<file path="config.mk">
export PLATFORM = sky130hd
export DESIGN_NAME = tree_route_unit
export DESIGN_NICKNAME = d
export VERILOG_FILES = /design/src/verilog/tree_topo_pkg.sv /design/src/verilog/tree_route_pkg.sv /design/src/verilog/nca_route_calc.sv /design/src/verilog/neighbor_addr_gen.sv /design/src/verilog/look_ahead_combine.sv /design/src/verilog/route_req_ctrl.sv /design/src/verilog/tree_route_unit.sv
export SDC_FILE = /design/constraint.sdc
export NUM_CORES = 1
export LEC_CHECK = 0
export ABC_AREA = 1
export ABC_CLOCK_PERIOD_IN_PS = 1700
export BUFFER_PORTS_ARGS = -buffer_cell sky130_fd_sc_hd__buf_2
export CORE_MARGIN = 2
export CORE_UTILIZATION = 48
export DETAILED_ROUTE_END_ITERATION = 8
export GPL_ROUTABILITY_DRIVEN = 0
export PLACE_DENSITY = 0.77
export SYNTH_ARGS = -nofsm -noshare
export SYNTH_HDL_FRONTEND = slang
export SYNTH_SLANG_ARGS = --single-unit
</file>
<file path="constraint.sdc">
create_clock -name clk -period 1.7 [get_ports clk]
set_input_delay 0.34 -clock clk [delete_from_list [all_inputs] [get_ports clk]]
set_output_delay 0.34 -clock clk [all_outputs]
set_load 0.05 [all_outputs]
</file>
<file path="src/verilog/tree_topo_pkg.sv">
// tree shape constants and address types, imported by every RTL file of the route unit
package tree_topo_pkg;

    // ========================================================================
    // tree shape
    // ========================================================================
    localparam int K = 2;                              // children per router
    localparam int L = 3;                              // layers, 0 = leaves
    localparam int Kw = (K > 1) ? $clog2(K) : 1;       // one base-K digit
    localparam int Lw = (L > 1) ? $clog2(L) : 1;       // layer number
    localparam int LKw = L * Kw;                       // full address
    localparam int MAX_P = K + 1;                      // K down ports + one up
    localparam int DSPw = (MAX_P > 1) ? $clog2(MAX_P) : 1;
    localparam int UP_PORT = K;                        // up port sits above children

    // ========================================================================
    // address types
    // ========================================================================

    // digit i of an address is tree_addr_t[i], digit 0 is the leaf digit
    typedef logic [L-1:0][Kw-1:0] tree_addr_t;

    typedef logic [Lw-1:0] tree_layer_t;

    typedef logic [DSPw-1:0] port_num_t;               // binary port number

    // one router: its layer plus its position digits
    typedef struct packed {
        tree_layer_t layer;
        tree_addr_t  pos;
    } router_addr_t;

endpackage

</file>
<file path="src/verilog/tree_route_pkg.sv">
// request/response structs and handshake states shared by the route unit blocks
package tree_route_pkg;

    import tree_topo_pkg::*;

    // ========================================================================
    // request and response
    // ========================================================================

    typedef struct packed {
        router_addr_t cur;                             // router doing the lookup
        tree_addr_t   dest;                            // destination endpoint
        port_num_t    in_port;                         // port the packet came in on
    } route_req_t;

    typedef struct packed {
        port_num_t      port;                          // output port here
        port_num_t      lk_port;                       // output port at next router
        logic           eject;                         // leaf router going down
        logic [K-1:0]   dest_mask;                     // one-hot port, in_port bit removed
    } route_rsp_t;

    // ========================================================================
    // four-phase handshake FSM
    // ========================================================================

    typedef enum logic [1:0] {
        IDLE,                                          // waiting for req
        CALC,                                          // request registered
        ACK                                            // ack high, waiting for req low
    } hs_state_e;

endpackage

</file>
<file path="src/verilog/nca_route_calc.sv">
// nearest-common-ancestor port for one router and one destination, used for this and next hop
module nca_route_calc
    import tree_topo_pkg::*;
(
    input  router_addr_t cur,
    input  tree_addr_t   dest,
    output port_num_t    port
);

    logic      mismatch;                               // some ancestor digit differs
    port_num_t down_port;                              // dest digit at this layer

    // a router covers dest when its position digits above its layer
    // line up with dest shifted by one digit
    always_comb begin
        mismatch = 1'b0;
        for (int i = 1; i < L; i++) begin
            if (tree_layer_t'(i) > cur.layer && cur.pos[i-1] != dest[i]) begin
                mismatch = 1'b1;
            end
        end
    end

    always_comb begin
        down_port = '0;
        for (int i = 0; i < L; i++) begin
            if (tree_layer_t'(i) == cur.layer) begin
                down_port = port_num_t'(dest[i]);      // zero extend digit to port width
            end
        end
    end

    // the root never mismatches, so it always goes down
    assign port = mismatch ? port_num_t'(UP_PORT) : down_port;

endmodule

</file>
<file path="src/verilog/neighbor_addr_gen.sv">
// addresses of the K children and the parent of a router, indexed by output port
module neighbor_addr_gen
    import tree_topo_pkg::*;
(
    input  router_addr_t cur,
    output router_addr_t nbr [MAX_P]
);

    tree_layer_t child_layer;
    tree_layer_t parent_layer;

    assign child_layer  = cur.layer - 1'b1;
    assign parent_layer = cur.layer + 1'b1;

    always_comb begin
        for (int p = 0; p < MAX_P; p++) begin
            nbr[p] = '0;                               // past root or below leaves
        end

        // children on ports 0..K-1
        if (cur.layer != '0) begin
            for (int c = 0; c < K; c++) begin
                nbr[c].layer = child_layer;
                nbr[c].pos   = cur.pos;
                for (int i = 0; i < L; i++) begin
                    if (tree_layer_t'(i) == child_layer) begin
                        nbr[c].pos[i] = Kw'(c);
                    end
                end
            end
        end

        // parent on the up port
        if (cur.layer < tree_layer_t'(L - 1)) begin
            nbr[UP_PORT].layer = parent_layer;
            nbr[UP_PORT].pos   = cur.pos;
            for (int i = 0; i < L; i++) begin
                if (tree_layer_t'(i) == cur.layer) begin
                    nbr[UP_PORT].pos[i] = '0;
                end
            end
        end
    end

    // the registered request must name a layer that exists in the tree
    always_comb begin
        assert final (cur.layer <= tree_layer_t'(L - 1))
            else $error("router layer %0d is above the root", cur.layer);
    end

endmodule

</file>
<file path="src/verilog/look_ahead_combine.sv">
// merges the current port with the neighbor table into look-ahead port, eject and port mask
module look_ahead_combine
    import tree_topo_pkg::*;
    import tree_route_pkg::*;
(
    input  route_req_t   req,
    input  port_num_t    port,
    input  router_addr_t nbr [MAX_P],
    output route_rsp_t   result
);

    router_addr_t     next_addr;                       // router behind the chosen port
    port_num_t        lk_raw;
    logic             eject;
    logic [MAX_P-1:0] port_oh;

    // ========================================================================
    // next hop
    // ========================================================================

    always_comb begin
        next_addr = '0;
        for (int p = 0; p < MAX_P; p++) begin
            if (port == port_num_t'(p)) begin
                next_addr = nbr[p];
            end
        end
    end

    nca_route_calc u_next_hop (
        .cur  (next_addr),
        .dest (req.dest),
        .port (lk_raw)
    );

    // leaf router going down hands the packet to an endpoint
    assign eject = (req.cur.layer == '0) && (port != port_num_t'(UP_PORT));

    // ========================================================================
    // one-hot port with the input port squeezed out
    // ========================================================================

    always_comb begin
        port_oh = '0;
        for (int p = 0; p < MAX_P; p++) begin
            if (port == port_num_t'(p)) begin
                port_oh[p] = 1'b1;
            end
        end
    end

    always_comb begin
        result.port    = port;
        result.lk_port = eject ? '0 : lk_raw;
        result.eject   = eject;
        for (int j = 0; j < K; j++) begin
            if (port_num_t'(j) < req.in_port) begin
                result.dest_mask[j] = port_oh[j];      // below in_port, same position
            end else begin
                result.dest_mask[j] = port_oh[j+1];    // above in_port, shift down
            end
        end
    end

    // no u-turn; the all-zero request is the idle register value
    always_comb begin
        if (req != '0) begin
            assert final (port != req.in_port)
                else $error("route sends packet back out of in_port %0d", req.in_port);
        end
    end

endmodule

</file>
<file path="src/verilog/route_req_ctrl.sv">
// four-phase req/ack controller holding the request and response registers of the route unit
module route_req_ctrl
    import tree_route_pkg::*;
(
    input  logic       clk,
    input  logic       reset,
    input  logic       req,
    input  route_req_t req_data,
    output logic       ack,
    output route_req_t cur_req,
    input  route_rsp_t result,
    output route_rsp_t rsp
);

    hs_state_e state;

    // ========================================================================
    // handshake FSM and both register stages
    // ========================================================================

    always_ff @(posedge clk or posedge reset) begin
        if (reset) begin
            state   <= IDLE;
            cur_req <= '0;
            rsp     <= '0;
        end else begin
            case (state)
                IDLE: begin
                    if (req) begin
                        cur_req <= req_data;           // stage 1, request in
                        state   <= CALC;
                    end
                end
                CALC: begin
                    rsp   <= result;                   // stage 2, combined result
                    state <= ACK;
                end
                ACK: begin
                    if (!req) begin
                        state <= IDLE;
                    end
                end
                default: begin
                    state <= IDLE;
                end
            endcase
        end
    end

    assign ack = (state == ACK);                       // straight from the state flop

    // ack only answers a request held across both stages
    assert property (@(posedge clk) disable iff (reset)
        $rose(ack) |-> $past(req, 1) && $past(req, 2))
        else $error("ack rose without a held request");

    // response may not move under a raised ack
    assert property (@(posedge clk) disable iff (reset)
        ack && $past(ack) |-> $stable(rsp))
        else $error("rsp changed while ack was high");

endmodule

</file>
<file path="src/verilog/tree_route_unit.sv">
// top of the tree route unit: handshake controller, current route, neighbor table and combiner
module tree_route_unit
    import tree_topo_pkg::*;
    import tree_route_pkg::*;
(
    input  logic       clk,
    input  logic       reset,
    input  logic       req,
    input  route_req_t req_data,
    output logic       ack,
    output route_rsp_t rsp
);

    route_req_t   cur_req;                             // registered request
    port_num_t    cur_port;                            // output port at this router
    router_addr_t nbr [MAX_P];                         // neighbor per output port
    route_rsp_t   result;                              // combined, before stage 2

    route_req_ctrl u_route_req_ctrl (
        .clk      (clk),
        .reset    (reset),
        .req      (req),
        .req_data (req_data),
        .ack      (ack),
        .cur_req  (cur_req),
        .result   (result),
        .rsp      (rsp)
    );

    nca_route_calc u_nca_route_calc (
        .cur  (cur_req.cur),
        .dest (cur_req.dest),
        .port (cur_port)
    );

    neighbor_addr_gen u_neighbor_addr_gen (
        .cur (cur_req.cur),
        .nbr (nbr)
    );

    look_ahead_combine u_look_ahead_combine (
        .req    (cur_req),
        .port   (cur_port),
        .nbr    (nbr),
        .result (result)
    );

endmodule

</file>
# Yosys cells after proc, flatten, opt, wreduce, memory -nomap -nowiden
# Cells that the tools add are included.
# Widths: inputs -> output; s select.
# word_totals
in_bits	13
reg_bits	19
wordCells	87
out_inout_bits	8
# classes
n_reduce_logical	13
eq_ne	17
muxes	35
magnitude_cmp	7
addsub	2
# ops
operator	n
$mux 1	22
$mux 5	4
$mux 2	7
$logic_not 2->1	5
$mux 10	1
$eq 1x2->1 const A	3
$eq 2x2->1 const A	3
$ne 2x2->1 const B	3
$pmux 2 s3	1
$logic_and 1x1->1	5
$eq 2x1->1 const B	2
$eq 2x2->1 const B	2
$gt 1x2->1 const A	2
$gt 2x2->1 const A	2
$lt 1x2->1 const A	2
$ne 1x1->1	4
$reduce_and 2->1	2
$add 2x1->2 const B	1
$lt 2x2->1 const B	1
$reduce_bool 2->1	1
$sub 2x1->2 const B	1

# Logic depth before layout (Yosys ltp)
# logic_depth
word_depth	15
depth_mapped	13
depth_no_buf	13

# By module
# Synthesis repeated with hierarchy kept, for this count alone.
# hier_totals
cells_unflattened	194
area_unflattened_um2	1332.5
# modules_own_cells
module	seq_area_each_um2	cells_per_inst	area_per_inst_um2	instances
route_req_ctrl	475.5	85	783.3	1
look_ahead_combine	0.0	40	207.7	1
nca_route_calc	0.0	22	100.1	2
neighbor_addr_gen	0.0	25	141.4	1

# Worst setup path before layout
# Ideal clock, no wire load.
# synth_timing
path_type	register to output
startpoint	register u_route_req_ctrl.state[1]
endpoint	output port ack
arrival_time_ps	1033
stages_incl_launch_ff	3
t_required_ps	1360
path_slack_ps	327
path_cell_list	dfrtp_1 -> inv_1 -> nor2_1
# synth_between
elab_chain_cells	1
# synth_lines
element	line_no	source
start, declared	route_req_ctrl.sv:15	hs_state_e state;
start signal, assigned	route_req_ctrl.sv:23	state <= IDLE;
start signal, assigned	route_req_ctrl.sv:31	state <= CALC;
start signal, assigned	route_req_ctrl.sv:36	state <= ACK;
$eq 2x2->1	route_req_ctrl.sv:50	assign ack = (state == ACK);
end, declared	tree_route_unit.sv:10	output logic ack,
# No other way between the ends.

# Worst setup path in the final report
# layout_timing
startpoint	register u_route_req_ctrl.cur_req[8] (netlist name)
endpoint	register u_route_req_ctrl.rsp[4] (netlist name)
# layout_between
elab_chain_cells	15
# layout_lines
element	line_no	source
$gt 1x2->1 or $logic_not 2->1 (tied branches)	--	
$logic_and 1x1->1 or $mux 1 (tied branches)	nca_route_calc.sv:18, nca_route_calc.sv:27	
$mux 1 (on tied branches) (2 in series)	nca_route_calc.sv:18, nca_route_calc.sv:27	
$mux 2	nca_route_calc.sv:34	assign port = mismatch ? port_num_t'(UP_PORT) : down_port;
$logic_not 2->1	look_ahead_combine.sv:24	if (port == port_num_t'(p)) begin
$mux 5 (3 in series)	look_ahead_combine.sv:24	
$gt 1x2->1 or $ne 1x1->1 (tied branches)	nca_route_calc.sv:18	if (tree_layer_t'(i) > cur.layer && cur.pos[i-1] != dest[i]) begin
$logic_and 1x1->1	nca_route_calc.sv:18	
$mux 1 (2 in series)	nca_route_calc.sv:18	
$mux 2	nca_route_calc.sv:34	
$mux 2 *	look_ahead_combine.sv:54	result.lk_port = eject ? '0 : lk_raw;
# Every way passes the cells marked *; elsewhere a longest branch is shown, timed or not.
# A chain may end at the register's enable or synchronous reset.

==> results.ini <==
[status]
run_status=finished clean

[logic_synthesis]
synth.yosys.warnings=0
syn-mean-instance-area_um2=7.63
yosys_register_bits=18
syn_inst=123
synth_top_area_share_pct=48.0
synth_enable_flop_cells=0
post_synth_num_cell_types=21
seq_total_area_yosys_pct=48.0
syn_area_um2=938
synthArstFlopShare_pct=100
synthesis.nets=136
yosys-top-cells-count=sky130_fd_sc_hd__nand2_1, sky130_fd_sc_hd__dfrtp_1, sky130_fd_sc_hd__nor2_1
synthDominantAreaCellType=sky130_fd_sc_hd__dfrtp_1
synth_flop_cell=sky130_fd_sc_hd__dfrtp_1
count_leader_synth=sky130_fd_sc_hd__nand2_1
synth_area_leaders=sky130_fd_sc_hd__dfrtp_1, sky130_fd_sc_hd__nand2_1, sky130_fd_sc_hd__nand3_1

[finish]
diodes=0
final_core_utilization_pct=62.1
fillCellCount=169
nets=160
area_delta_synth_final_pct=18.0
drive_above_1_share_pct=27.4

[sta]
final-hold-violation-count=0
finClkSkew_ns=0.00206
grt_setup_unrepaired=no
setup_viol=0
totalNegativeSetupSlack_ns=0
measured_slew_at_the_worst_slew_check_pin_ns=0.652
fmaxAchievable_mhz=662
post-route-min-period_ns=1.51
finalCritPeriodShare_pct=88.9
setup_slack_ns=0.189
relSlewSlack_pct=56.5
drv_slew=0

[global_route]
grt_max_degree=19
grtUsageTotal_pct=17.8
first_global_vias=697
antenna_found_initial=0
overflow=0
grt_first_pass_wirelength_um=2870

[power_and_ir_drop]
powerDensity_mw_per_mm2=2270
worst_ir_drop_vdd_uv=1060
total_leakage_power_uw=0.000578

[drt]
met2_length_um=818
initialDrtViolationCount=26
drt_drc_violations_left=0
via_per_inst=4.95
detail-route-antenna-nets=0
routed.top_layer=met4
wire_length_on_met1_um=827
met3_length_um=74
finalWirelength_um=1760
drt_pre_antenna_iters=4
num_vias=846
routedWlPerCell_um=10.3

[cts]
cts_max_path_buffers=2
postCtsHoldBufs=0
clkTransAtPathRegs_ns=0.10
clk_root_buffer_cell=sky130_fd_sc_hd__clkbuf_4
tritoncts=built
cts.sinks=18
clock_insertion_delay_at_the_later_pin_of_the_skew_report_ns=0.29
cts.htree.levels=1
tritoncts.num_buffers=3
postCtsSetupBuffers=0

[setup_path]
worst-setup-path-type=reg -> reg
start_kind=register
worstSetupEndpointType=register
crit_path_max_fanout=6
required_ns=1.90
worstPathArrival_ns=1.71

[job]
count_of_max_cap_constraint_violations=0

[floorplan]
floorplan.rows=15
die_height_um=48.2
die_area_mm2=0.00232
die_width_um=48.2
start_util_pct=52.6
core_region_area_mm2=0.00178
num_io_pins=21

[placement]
dp_hpwl_um=1340
detailedPlace.worstSlack_ns=0.184
port_buffers=19

[hold_path]
timing.hold.worst.class=in -> async

## final timing paths
kind / startpoint / to / slack, ns / cells past startpoint
max: u_route_req_ctrl.cur_req[8]$_DFFE_PP0P_ / u_route_req_ctrl.rsp[4]$_DFFE_PP0N_ / 0.19 / 12
min: reset / u_route_req_ctrl.cur_req[2]$_DFFE_PP0P_ / 0.12 / 2
max reg2reg: u_route_req_ctrl.cur_req[8]$_DFFE_PP0P_ / u_route_req_ctrl.rsp[4]$_DFFE_PP0N_ / 0.19 / 12
min reg2reg: u_route_req_ctrl.rsp[5]$_DFFE_PP0N_ / u_route_req_ctrl.rsp[5]$_DFFE_PP0N_ / 0.48 / 2
max in group asynchronous: reset / u_route_req_ctrl.cur_req[8]$_DFFE_PP0P_ / 1.13 / 2
min in group clk: req_data[4] / u_route_req_ctrl.cur_req[4]$_DFFE_PP0P_ / 0.25 / 3
## report_power, final
group,internal (uW),switching [uW],leakage [uW],total [uW]
Sequential,625,165,0.000221,790
Clock,131,134,0.0000210,265
Combinational,457,999,0.000336,1460
## final cells by class
class	count	area [um2]	share of cell area (%)
sequential	18	452	40.8
inverter	15	56.3	5.08
multi-input combinational	89	429	38.8
timing repair buffer	20	103	9.27
clock buffer	4	36.3	3.28
tap	25	31.3	2.82
## metal layers
| layer | GRT usage, % | up-vias |
|---|---|---|
| met5 | 0 | - |
| met1 | 23.1 | 371 |
| met4 | 8.11 | 0 |
| li1 | - | 445 |
| met3 | 4.44 | 5 |
| met2 | 27.9 | 25 |
## critical path, stage by stage, from the launching register on
cell and delay [ns]:
sky130_fd_sc_hd__dfrtp_2 0.46, sky130_fd_sc_hd__inv_2 0.13, sky130_fd_sc_hd__nand2_1 0.08, sky130_fd_sc_hd__nand3_1 0.10, sky130_fd_sc_hd__nand2_2 0.07, sky130_fd_sc_hd__nor2_2 0.12
sky130_fd_sc_hd__nand2_1 0.09, sky130_fd_sc_hd__nand2_1 0.07, sky130_fd_sc_hd__nand2_1 0.05, sky130_fd_sc_hd__nand3_1 0.09, sky130_fd_sc_hd__nand2_1 0.06, sky130_fd_sc_hd__nand2_1 0.05
sky130_fd_sc_hd__nand2_1 0.04
## layout by cell type, fill, tap and decap left out, types with 2 or more instances in the layout
master and count:
sky130_fd_sc_hd__a21oi_1 3, sky130_fd_sc_hd__buf_2 19, sky130_fd_sc_hd__clkbuf_4 3, sky130_fd_sc_hd__dfrtp_1 17, sky130_fd_sc_hd__inv_1 9, sky130_fd_sc_hd__inv_2 6, sky130_fd_sc_hd__nand2_1 38, sky130_fd_sc_hd__nand2_2 2
sky130_fd_sc_hd__nand3_1 10, sky130_fd_sc_hd__nand3_2 2, sky130_fd_sc_hd__nor2_1 10, sky130_fd_sc_hd__nor2_2 3, sky130_fd_sc_hd__o21ai_0 6, sky130_fd_sc_hd__o21ai_1 7
## sequential cells by signal, indices dropped and copies added, names as in the netlist
name                      count
u_route_req_ctrl.cur_req      9
u_route_req_ctrl.rsp          7
u_route_req_ctrl.state        2
## through the flow
step	total power [uW]	cell area [um2]	hold slack [ns]	std cells
2_1_floorplan	1950	938	0.279	123
3_3_place_gp	2210	1070	0.456	167
3_5_place_dp	2250	1070	0.460	167
4_1_cts	2520	1100	0.149	171
5_1_grt	2760	1110	0.173	171
6_report	2510	1110	0.118	171
## cell families after synthesis
group                     Yosys count  synth area share [%]
xor gates and xnor gates            1                 0.934
DFF                                18                  48.0
muxes                               1                  1.20
buffers and inverters              16                  6.53
and+or+nand+nor                    68                  32.4
AOI/OAI and AO/OA                  19                  10.9
## what timing repair did
item                                    CTS  global route
endpoints found under the hold margin     0             0
gates resized for setup                   0             3
endpoints found under the setup margin    0             1
(Power assumes the default switching activity.)
